## config.mk

```make
export PLATFORM = sky130hd
export DESIGN_NAME = access_ctrl
export DESIGN_NICKNAME = d
export VERILOG_FILES = /design/src/cache_geom_pkg.sv /design/src/mem_op_pkg.sv /design/src/access_ctrl.sv
export SDC_FILE = /design/constraint.sdc
export NUM_CORES = 1
export LEC_CHECK = 0
export ABC_CLOCK_PERIOD_IN_PS = 4670
export BUFFER_PORTS_ARGS = -buffer_cell sky130_fd_sc_hd__buf_2
export CAP_MARGIN = 20
export CORE_AREA = 2 2 168 170
export CTS_CLUSTER_DIAMETER = 150
export CTS_CLUSTER_SIZE = 10
export DETAILED_ROUTE_END_ITERATION = 8
export DIE_AREA = 0 0 170 172
export HOLD_SLACK_MARGIN = 0.02
export PLACE_DENSITY = 0.62
export SLEW_MARGIN = 20
export SYNTH_ARGS = -nofsm -noshare
export SYNTH_HDL_FRONTEND = slang
export SYNTH_SLANG_ARGS = --single-unit
```

## constraint.sdc

```tcl
create_clock -name clk -period 4.67 [get_ports clk]
set_input_delay 0.467 -clock clk [delete_from_list [all_inputs] [get_ports clk]]
set_output_delay 0.467 -clock clk [all_outputs]
set_load 0.03 [all_outputs]
```

## src/cache_geom_pkg.sv

```systemverilog
// geometry is fixed at 32 KB, 4 ways and 64-byte lines; the address fields below depend on it
package cache_geom_pkg;

  localparam int num_sets = 128;
  localparam int num_ways = 4;
  localparam int line_bytes = 64;
  // one beat per 64-bit doubleword
  localparam int beats_per_line = line_bytes / 8;

  typedef logic [6:0] set_t;
  // address bits 31 to 13
  typedef logic [18:0] tag_t;
  typedef logic [1:0] way_t;
  typedef logic [2:0] beat_t;
  typedef logic [63:0] dword_t;
  // doubleword address, bits 31 to 3
  typedef logic [28:0] l2_addr_t;
  // {set, way, beat}
  typedef logic [11:0] darray_addr_t;
  typedef logic [7:0] byte_sel_t;
  // tree pseudo-LRU state of one set
  typedef logic [2:0] lru_t;

endpackage

```

## src/mem_op_pkg.sv

```systemverilog
// op codes follow the LSQ encoding; other 4-bit values are treated as lw or sw
package mem_op_pkg;

  // bit 0 is the write flag, bits 3:1 give size and signedness
  typedef enum logic [3:0] {
    lb  = 4'b0000,
    sb  = 4'b0001,
    lh  = 4'b0010,
    sh  = 4'b0011,
    lw  = 4'b0100,
    sw  = 4'b0101,
    lbu = 4'b1000,
    lhu = 4'b1010
  } mem_op_e;

  typedef logic [31:0] word_t;
  typedef logic [3:0] lsq_id_t;

endpackage

```

## src/access_ctrl.sv

```systemverilog
// misaligned halfword and word accesses are not checked; one load miss at a time stalls req
`timescale 1ns/1ps

module access_ctrl (
  input  logic                         clk,
  input  logic                         rst,
  input  logic                         req,
  input  mem_op_pkg::mem_op_e          op,
  input  mem_op_pkg::word_t            addr,
  input  mem_op_pkg::lsq_id_t          lsq_id,
  input  mem_op_pkg::word_t            wdata,
  output logic                         ready,
  output logic                         rsp_valid,
  output mem_op_pkg::lsq_id_t          rsp_id,
  output mem_op_pkg::word_t            rsp_data,
  output cache_geom_pkg::set_t         lk_set,
  output cache_geom_pkg::tag_t         lk_tag,
  output logic                         lru_touch,
  input  logic                         hit,
  input  cache_geom_pkg::way_t         hit_way,
  output cache_geom_pkg::darray_addr_t rd_idx,
  input  cache_geom_pkg::dword_t       rd_data,
  output logic                         refill_start,
  output logic [25:0]                  refill_line,
  input  logic                         refill_done,
  input  logic                         sb_busy,
  output logic                         sb_push,
  output cache_geom_pkg::l2_addr_t     sb_adr,
  output cache_geom_pkg::byte_sel_t    sb_sel,
  output cache_geom_pkg::dword_t       sb_dat,
  output logic                         st_wen,
  output cache_geom_pkg::darray_addr_t st_idx,
  output cache_geom_pkg::byte_sel_t    st_sel,
  output cache_geom_pkg::dword_t       st_dat
);

  import cache_geom_pkg::*;
  import mem_op_pkg::*;

  typedef enum logic [1:0] {idle, lookup, wait_store, refill} state_e;

  state_e     state;

  // latched request
  mem_op_e    req_op;
  word_t      req_addr;
  lsq_id_t    req_id;
  word_t      req_wdata;

  // load hit waiting on the data-array read
  logic       rd_pend;
  mem_op_e    rd_op;
  logic [2:0] rd_off;
  lsq_id_t    rd_id;

  logic       is_store;
  logic       finish;
  logic       accept;
  logic [3:0] word_sel;
  word_t      word_dat;
  word_t      ld_word;
  word_t      ld_shift;
  word_t      ld_ext;

  assign is_store = req_op[0];
  assign lk_set = req_addr[12:6];
  assign lk_tag = req_addr[31:13];
  assign rd_idx = {lk_set, hit_way, req_addr[5:3]};
  assign st_idx = rd_idx;

  // lookup retires this cycle, so a new request can be taken at the same edge
  assign finish = (state == lookup) && (is_store ? !sb_busy : hit);
  assign ready = (state == idle) || finish;
  assign accept = req && ready;

  assign lru_touch = (state == lookup) && hit;

  // a miss waits for the store buffer so the fetched line holds earlier stores
  assign refill_start = (state == lookup) && !is_store && !hit && !sb_busy;
  assign refill_line = req_addr[31:6];

  // write-through: every store goes to L2, hits also update the line
  assign sb_push = (state == lookup) && is_store && !sb_busy;
  assign st_wen = sb_push && hit;
  assign sb_adr = req_addr[31:3];
  assign sb_sel = st_sel;
  assign sb_dat = st_dat;

  always_comb begin
    case (req_op)
      sb: begin
        word_sel = 4'b0001 << req_addr[1:0];
        word_dat = {4{req_wdata[7:0]}};
      end
      sh: begin
        word_sel = 4'b0011 << {req_addr[1], 1'b0};
        word_dat = {2{req_wdata[15:0]}};
      end
      default: begin
        word_sel = 4'b1111;
        word_dat = req_wdata;
      end
    endcase
  end

  assign st_sel = req_addr[2] ? {word_sel, 4'b0000} : {4'b0000, word_sel};
  assign st_dat = {2{word_dat}};

  // pick the word, align the addressed byte to bit 0, then extend
  assign ld_word = rd_off[2] ? rd_data[63:32] : rd_data[31:0];
  assign ld_shift = ld_word >> {rd_off[1:0], 3'b000};

  always_comb begin
    case (rd_op)
      lb: ld_ext = {{24{ld_shift[7]}}, ld_shift[7:0]};
      lh: ld_ext = {{16{ld_shift[15]}}, ld_shift[15:0]};
      lbu: ld_ext = {24'h000000, ld_shift[7:0]};
      lhu: ld_ext = {16'h0000, ld_shift[15:0]};
      default: ld_ext = ld_shift;
    endcase
  end

  always_ff @(posedge clk) begin
    if (rst) begin
      state <= idle;
    end else begin
      case (state)
        idle: begin
          if (accept) begin
            state <= lookup;
          end
        end
        lookup: begin
          if (finish) begin
            state <= accept ? lookup : idle;
          end else begin
            state <= sb_busy ? wait_store : refill;
          end
        end
        wait_store: begin
          if (!sb_busy) begin
            state <= lookup;
          end
        end
        default: begin
          // replay the load, which now hits
          if (refill_done) begin
            state <= lookup;
          end
        end
      endcase
    end
  end

  always_ff @(posedge clk) begin
    if (accept) begin
      req_op <= op;
      req_addr <= addr;
      req_id <= lsq_id;
      req_wdata <= wdata;
    end
  end

  always_ff @(posedge clk) begin
    if (rst) begin
      rd_pend <= 1'b0;
      rsp_valid <= 1'b0;
    end else begin
      rd_pend <= finish && !is_store;
      rsp_valid <= rd_pend;
    end
  end

  always_ff @(posedge clk) begin
    if (finish) begin
      rd_op <= req_op;
      rd_off <= req_addr[2:0];
      rd_id <= req_id;
    end
    if (rd_pend) begin
      rsp_id <= rd_id;
      rsp_data <= ld_ext;
    end
  end

endmodule

```

==> impl_metrics.tcl, run 1 <==
set metrics [dict create \
    postSynthAreaPerCell_sq_um 12.3 \
    num_io_pins 435 \
    p_leak_nw 3.82 \
    crit_required_ps 4200 \
    place_congestion 0.831 \
    coreArea_sq_um 27500 \
    synth_mux_area_share_pct 12.5 \
    yosys_warnings 0 \
    ctsResizeCount 0 \
    tightest_slew_ps 989 \
    rrSetupSlack_ps 2000 \
    ctsLongestPathBuffers 2 \
    finalSetupTns_ps 0 \
    fmax_mhz 293 \
    slew_headroom_pct 33.9 \
    synth_ff_type "edfxtp_1" \
    initial_core_util_pct 25.6 \
    worstSetupEndpointType "output pin" \
    syn_inst 570 \
    fin_nets 931 \
    cts_tree "yes" \
    power_density_nw_per_um2 408 \
    cap_violations 0 \
    yosysSeqAreaShare_pct 52.0 \
    hold_class "in -> reg" \
    clockRootBuffer "clkbuf_16" \
    gr-usage-all-layers_pct 13.8 \
    wl_mm 21.5 \
    synth.area.top_cells "edfxtp_1, buf_4, mux4_2, mux2_2, nand2_1" \
    design_area_sq_um 8500 \
    worst_path_max_delay_cell "nor2b_1" \
    antenna_found_initial 3 \
    synth_simple_gate_area_share_pct 6.85 \
    clk_latency_ps 410 \
    synthTopCellsByCount "buf_4, edfxtp_1, nand2_1, mux2_2, nor2_1" \
    wl_per_cell_um 18.8 \
    antenna_left 0 \
    overflow 0 \
    worstSetupPathType "reg -> out" \
    setup_violations 0 \
    dr.pass1.iters 4 \
    synthesis.nets 714 \
    grt_pass1_wl_mm 28.7 \
    finalCriticalPeriod_ps 3410 \
    synthArstFlopShare_pct 0 \
    drtIter0Drc 300 \
    drc 0 \
    synth_top_family_by_area "buffers and inverters" \
    drive_gt1_share_pct 64.9 \
    insertedDiodeCount 0 \
    clkSinkCount 123 \
    irDropWorstVdd_uv 177 \
    outcome "finished, final reports clean" \
    cpPeakStageDelay_ps 840 \
    clk_pin_slew_ps 70 \
    dieWidth_um 170 \
    syn_area_sq_um 7030 \
    rsz0062_at_grt "false" \
    num_vias 4964 \
    fp-row-count 61 \
    die_height_um 172 \
    maxSlewViolCount 0 \
    dieArea_sq_um 29200 \
    path_cells "nor3b_2 > buf_4 > nor2b_1 > mux2_2 > buf_2" \
    crit_fanout 31 \
    min_period_over_period_pct 73.1 \
    syn2layout_area_growth_pct 21.0 \
    synth_fa_ha_area_share_pct 0 \
    ys_ff_latch 123 \
    synth_xor_area_share_pct 0 \
    yosysUniqueCellTypes 39 \
    synth_edf_count 119 \
    dp_hpwl_mm 16.7 \
    post_cts_buffers 0 \
    hold_path_depth 1 \
    r2r_cells 4 \
    skew_ps 15.3 \
    io_buffers 428 \
    grt_max_degree 51 \
    synth-compound-area-share_pct 3.85 \
    power_mw 3.46 \
    post_dp_cell_area_sq_um 7920 \
    finalHoldViolations 0 \
    cts_inserted_buffers 17 \
    start_kind "flop" \
    ctsHoldBuffers 0 \
    h-tree-depth 4 \
    crit_arrival_ps 2950 \
    grt_pass1_vias 4517 \
    yosysTopAreaCellShare_pct 50.8 \
    via_per_inst 4.33 \
    yosysTopAreaCell "edfxtp_1" \
    post-synth-top-count-cell "buf_4" \
]
-- layout by cell type, fill, tap and decap left out, drive strengths merged, types with 2 or more instances in the layout --
cell and count:
clkbuf 19, bufinv 2, a21oi 15, nor2b 6
buf 434, and2 3, edfxtp 119, nand3 17
nand2 40, clkinv 7, o21ai 10, nand2b 6
mux2i 11, inv 5, a22oi 7, dfxtp 4
o211ai 2, nor3b 2, nor2 18, clkinvlp 3
mux4 17, nor3 5, a21boi 3, mux2 34
-- power by group --
group | total (mW) | switching (mW) | leakage [nW] | internal, mW
sequential | 1.34 | 0.0527 | 1.16 | 1.29
clock | 1.31 | 0.523 | 0.274 | 0.791
combinational | 0.813 | 0.581 | 2.39 | 0.232
-- path summary, 6_finish.rpt --
kind,from,to
worst min-delay path,wdata[12],req_wdata[12]
worst min register to register,req_id[1],rd_id[1]
worst max register to register,rd_off[1],rsp_data[21]
worst max-delay path,req_op[0],st_dat[9]
-- state kept, by name (all words and copies together) (netlist names) --
name,flops
req_addr,32
req_wdata,32
rsp_data,32
rd_id,4
rd_op,4
req_id,4
req_op,4
rsp_id,4
rd_off,3
state,2
rd_pend,1
rsp_valid,1
-- cell type report --
class                   count  area (sq um)
fillers                  2849         19000
flip-flops and latches    123          3650
repair buffers            434          2180
multi-input cells         207          1640
clock buffers              19           433
well taps                 346           433
clock inverters            13           145
inverters                   4          15.0
-- routing by layer --
metal  routed length [um]  up-vias  global-route usage [%]
met4                  261        6                    3.68
met5                   37        -                       0
met2                11100      300                    24.6
met1                 8360     2405                    15.8
met3                 1820       17                    4.90
li1                     -     2236                       -
-- cells by family after synthesis --
group                  count (synthesis)
muxes                                 62
buffers and inverters                240
and+or+nand+nor                      102
DFF                                  123
AOI/OAI and AO/OA                     43
-- worst max-delay path: cells and delay by family, from the launching register on --
family                 cells  cell delay [ps]
flip-flops                 1              440
multiplexers               1              500
buffers and inverters      2              560
AND/OR/NAND/NOR            2             1030
-- per-stage QoR --
step | utilization, % | std cells | setup WS [ps] | hold WS, ps
after floorplan | - | 570 | 1150 | 400
after global placement | 28.8 | 1113 | 1560 | 412
after detailed placement | 28.8 | 1113 | 1550 | 405
after CTS | 30.9 | 1145 | 1090 | 192
after global routing | 30.9 | 1146 | 996 | 192
final | 30.9 | 1146 | 1260 | 223
Note: power is estimated with default switching activity, not from simulation.
==> run 2: changes to the inputs <==
Settings changed: ABC_AREA from default to 1, ABC_CLOCK_PERIOD_IN_PS 4670 to 2900, PLACE_DENSITY 0.62 to 0.64.
Clock period 4.67 ns to 2.9 ns, I/O delays scaled along.
==> run 2 against run 1 <==
Effect of this change: global-route usage up 0.50 points; first-iteration DRC count up 25%; clock power up 69%; register-to-register slack worse by 1100 ps; cell area up 1.9%; non-clock buffer count up 9; combinational power up 99%; final cell count up 15%; die area unchanged; worst setup slack worse by 870 ps; sequential share of layout area down 0.81 points; critical path type unchanged; critical endpoint is now sb_dat[12]; largest cell class unchanged.
==> impl_metrics.tcl, run 2 <==
set metrics [dict create \
    antenna_found_initial 4 \
    synthTopCellsByCount "buf_4, nand2_1, edfxtp_1, nand3_1, inv_1" \
    clockRootBuffer "clkbuf_16" \
    dp_hpwl_mm 17.1 \
    internal-power_mw 3.88 \
    min_period_over_period_pct 86.8 \
    dieArea_sq_um 29200 \
    yosysSeqAreaShare_pct 51.2 \
    syn2layout_area_growth_pct 21.3 \
    finalHoldViolations 0 \
    ctsHoldBuffers 5 \
    fmax_mhz 397 \
    setup_violations 0 \
    tightest_slew_ps 968 \
    ctsLongestPathBuffers 2 \
    num_vias 5544 \
    ys_ff_latch 123 \
    final_util_pct 31.5 \
    overflow 0 \
    io_buffers 428 \
    hold_class "in -> reg" \
    slew_headroom_pct 35.5 \
    clk_latency_ps 420 \
    grt_pass1_vias 5169 \
    synth.area.top_cells "edfxtp_1, buf_4, nand2_1, nand3_1, inv_1" \
    coreArea_sq_um 27500 \
    outcome "finished, final reports clean" \
    final_common_cell "buf_2" \
    grt_max_degree 43 \
    skew_ps 12.0 \
    yosysTopAreaCell "edfxtp_1" \
    synth_ff_type "edfxtp_1" \
    pwr-share-seq_pct 36.6 \
    clkSinkCount 123 \
    yosysUniqueCellTypes 31 \
    path_cells "nor2_1 > nand2_2 > inv_1 > nand2_1 > nand2_1 > buf_2" \
    finalSetupTns_ps 0 \
    drive_gt1_share_pct 50.2 \
    initial_core_util_pct 26.0 \
    antenna_left 0 \
    yosysTopAreaCellShare_pct 50.0 \
    fin_nets 1104 \
    cp_num_buf_inv 2 \
    post_cts_buffers 0 \
    num_io_pins 435 \
    power_density_nw_per_um2 697 \
    postSynthAreaPerCell_sq_um 9.68 \
    rsz0062_at_grt "false" \
    critical-path-top-delay-family "simple AND/OR/NAND/NOR gates" \
    finalCriticalPeriod_ps 2520 \
    power_frac_comb_pct 26.8 \
    worstSetupEndpointType "output pin" \
    top_regs "req_addr: 32 flops, req_wdata: 32 flops, rsp_data: 32 flops" \
    worstSetupPathType "reg -> out" \
    fp-row-count 61 \
    nFillCells 2871 \
    syn_area_sq_um 7140 \
    post-synth-top-count-cell "buf_4" \
    p_leak_nw 4.25 \
    cap_violations 0 \
    dr.pass1.iters 5 \
    h-tree-depth 4 \
    wl_mm 22.1 \
    crit_arrival_ps 2230 \
    switching_share_pct 35.8 \
    worst_path_max_delay_cell "edfxtp_1" \
    p_sw_mw 2.16 \
    grt_pass1_wl_mm 30.4 \
    synthArstFlopShare_pct 0 \
    path_common_cell "nand2_1" \
    crit_required_ps 2610 \
    multiInputGateArea_sq_um 1570 \
    synthesis.nets 882 \
    via_per_inst 4.20 \
    regArea_sq_um 3650 \
    drc 0 \
    cpPeakStageDelay_ps 450 \
    cts_inserted_buffers 17 \
    wl_per_cell_um 16.8 \
    drtIter0Drc 374 \
    p_clk_share_pct 36.6 \
    crit_fanout 9 \
    gr-usage-all-layers_pct 14.3 \
    dieWidth_um 170 \
    final_cell_mix "buf_2, nand2_1, edfxtp_1" \
    yosys_warnings 0 \
    place_congestion 0.855 \
    maxSlewViolCount 0 \
    die_height_um 172 \
    irDropWorstVdd_uv 333 \
    ctsResizeCount 0 \
    clk_pin_slew_ps 70 \
    synth_edf_count 119 \
    start_kind "flop" \
    cts_tree "yes" \
    syn_inst 738 \
]
==> run 2: kinds of logic (layout without fill, tap and decap cells) <==
logic type      after synthesis  in the layout  synth area share [%]
buf+inv                     274            509                  27.0
flops                       123            123                  51.2
compound gates               40             40                  3.42
simple gates                301            301                  18.5
other cells                   0              2                     0
==> run 2: path summary, 6_finish.rpt <==
kind,from,to,slack [ps],cells past startpoint
worst max-delay path,req_op[3],sb_dat[12],380,6
worst min-delay path,wdata[10],req_wdata[10],50,1
worst max register to register,req_op[0],req_wdata[29],940,6
worst min register to register,req_id[0],rd_id[0],420,0
==> run 2: cell type report <==
class | count | area share [%]
Sequential cell | 123 | 42.2
Timing Repair Buffer | 443 | 26.2
Multi-Input combinational cell | 341 | 18.2
Clock buffer | 19 | 5.00
Tap cell | 346 | 5.00
Clock inverter | 13 | 1.92
Inverter | 34 | 1.50
Antenna cell | 2 | 0.0578
==> run 2: per-stage QoR <==
step / power, mW / instances / setup slack [ps] / area (sq um) / hold WS, ps
floorplan: 3.69 / 738 / 395 / 7150 / 359
global placement: 3.87 / 1281 / 714 / 8000 / 400
detailed placement: 3.88 / 1281 / 665 / 8000 / 406
CTS: 6.15 / 1318 / 213 / 8650 / 20.7
global route: 6.35 / 1319 / 67.5 / 8660 / 20.4
finish: 6.04 / 1321 / 382 / 8660 / 46.3
==> run 2: power by group through the flow <==
stage | registers (mW) | logic [mW] | clock network (mW)
finish | 2.21 | 1.62 | 2.21
detailed placement | 2.25 | 1.63 | 0
floorplan | 2.23 | 1.46 | 0
CTS | 2.21 | 1.64 | 2.30
global placement | 2.24 | 1.62 | 0
global route | 2.23 | 1.74 | 2.38
==> run 2: routing by layer <==
metal	vias up	global-route usage [%]	share of wire, %
li1	2672	-	-
met5	-	0	0.095
met4	4	4.09	1.4
met1	2544	15.8	38
met2	293	26.4	52
met3	31	4.51	8.4
==> run 2: worst reg2reg max path, cell delays in order (launching register included) <==
cell	delay, ps
edfxtp_1	500
inv_1	110
nand2_1	90
nand2_1	90
nand2_1	140
a21oi_4	160
buf_4	470
==> run 3: changes to the inputs <==
Settings changed: GPL_TIMING_DRIVEN from default to 0.
==> run 3 against run 2 <==
Effect of this change: non-clock buffer count increased by 233; cell area increased by 20%; via count increased by 16%; die area unchanged; power increased by 4.4%; global-route usage increased by 1.5 points; sequential cell count unchanged; sequential power about the same; sequential share of layout area decreased by 7.1 points; largest power group unchanged.
==> impl_metrics.tcl, run 3 (same netlist as run 2, synthesis figures left out) <==
set metrics [dict create \
    start_kind "flop" \
    antenna_left 0 \
    grt_pass1_wl_mm 34.1 \
    post_cts_buffers 0 \
    cts_inserted_buffers 17 \
    cp_num_buf_inv 4 \
    hold_class "in -> reg" \
    num_io_pins 435 \
    p_leak_nw 5.35 \
    slew_headroom_pct 59.0 \
    io_buffers 432 \
    clockRootBuffer "clkbuf_16" \
    fp-row-count 61 \
    maxSlewViolCount 0 \
    pwr-share-seq_pct 35.0 \
    clk_pin_slew_ps 60 \
    min_period_over_period_pct 93.1 \
    multiInputGateArea_sq_um 1580 \
    crit_required_ps 2610 \
    cpPeakStageDelay_ps 470 \
    dr.pass1.iters 5 \
    regArea_sq_um 3650 \
    place_congestion 0.886 \
    gr-usage-all-layers_pct 15.8 \
    final_cell_mix "buf_2, buf_4, nand2_1" \
    finalCriticalPeriod_ps 2700 \
    power_density_nw_per_um2 606 \
    via_per_inst 4.15 \
    switching_share_pct 35.6 \
    drive_gt1_share_pct 60.1 \
    clk_latency_ps 410 \
    antenna_found_initial 3 \
    insertedDiodeCount 0 \
    rsz0062_at_grt "false" \
    p_clk_share_pct 32.0 \
    coreArea_sq_um 27500 \
    worstSetupEndpointType "output pin" \
    p_sw_mw 2.25 \
    cap_violations 0 \
    drtIter0Drc 387 \
    irDropWorstVdd_uv 290 \
    fmax_mhz 370 \
    grt_pass1_vias 5947 \
    final_common_cell "buf_2" \
    worstSetupPathType "reg -> out" \
    power_mw 6.31 \
    crit_arrival_ps 2410 \
    ctsLongestPathBuffers 2 \
    internal-power_mw 4.06 \
    h-tree-depth 4 \
    fin_nets 1337 \
    dp_hpwl_mm 19.7 \
    wl_mm 24.5 \
    critical-path-top-delay-family "simple AND/OR/NAND/NOR gates" \
    hold_path_depth 1 \
    tightest_slew_ps 613 \
    skew_ps 9.63 \
    cts_tree "yes" \
    nFillCells 2810 \
    num_vias 6444 \
    dieArea_sq_um 29200 \
    crit_fanout 10 \
    ctsHoldBuffers 0 \
    overflow 0 \
    wl_per_cell_um 15.8 \
    path_cells "nor2_1 > nand2_2 > inv_1 > buf_4 > nand2_1 > nand2_1 > buf_4 > buf_2" \
    r2r_cells 7 \
    dp_cells 1520 \
    initial_core_util_pct 26.0 \
    drc 0 \
    path_depth 8 \
    fin_cells 1551 \
    power_frac_comb_pct 33.0 \
    die_height_um 172 \
    top_regs "req_addr: 32 flops, req_wdata: 32 flops, rsp_data: 32 flops" \
    setup_violations 0 \
    outcome "finished, final reports clean" \
    syn2layout_area_growth_pct 45.7 \
    worst_path_max_delay_cell "edfxtp_1" \
    grt_max_degree 32 \
    finalHoldViolations 0 \
    dieWidth_um 170 \
    clkSinkCount 123 \
]
-- run 3: path summary, 6_finish.rpt --
check | endpoint | slack [ps] | start
setup / recovery | st_dat[20] | 200 | req_op[3]
hold reg to reg | rd_id[2] | 430 | req_id[2]
setup reg to reg | req_wdata[29] | 800 | req_op[0]
hold / removal | req_wdata[6] | 50 | wdata[6]
-- run 3: through the flow --
stage | utilization (%) | hold slack [ps] | cell area, sq um | setup WS [ps] | TNS (ps)
finish | 37.9 | 52.1 | 10400 | 201 | 0
global route | 37.9 | 24.6 | 10400 | 3.44 | 0
CTS | 37.9 | 26.6 | 10400 | 22.8 | 0
detailed placement | 35.9 | 412 | 9850 | 476 | 0
global placement | 35.5 | 401 | 9750 | -334 | -23510
floorplan | - | 359 | 7150 | 395 | 0
-- run 3: cell type report --
type,instances,area share (%)
buffer,240,17.3
timing repair buffer,436,21.8
clock inverter,13,1.15
sequential,123,35.1
inverter,34,1.25
clock buffer,18,4.13
multi-input combinational,341,15.1
tap,346,4.16
-- run 3: power by group through the flow --
stage | Combinational [mW] | Clock (mW) | Sequential (mW)
2_1_floorplan | 1.46 | 0 | 2.23
3_3_place_gp | 2.04 | 0 | 2.25
3_5_place_dp | 2.10 | 0 | 2.24
4_1_cts | 2.10 | 2.10 | 2.21
5_1_grt | 2.22 | 2.18 | 2.22
6_report | 2.08 | 2.02 | 2.21
-- run 3: timing repair --
action,CTS,global route
endpoints found under the hold margin,0,0
endpoints found under the setup margin,0,7
resized for setup,0,3
-- run 3: metal layers --
metal  share of wire, %  track usage, %
met5              0.086               0
met3                7.2            4.17
met1                 39            17.9
met2                 52            29.2
met4                1.7            4.50
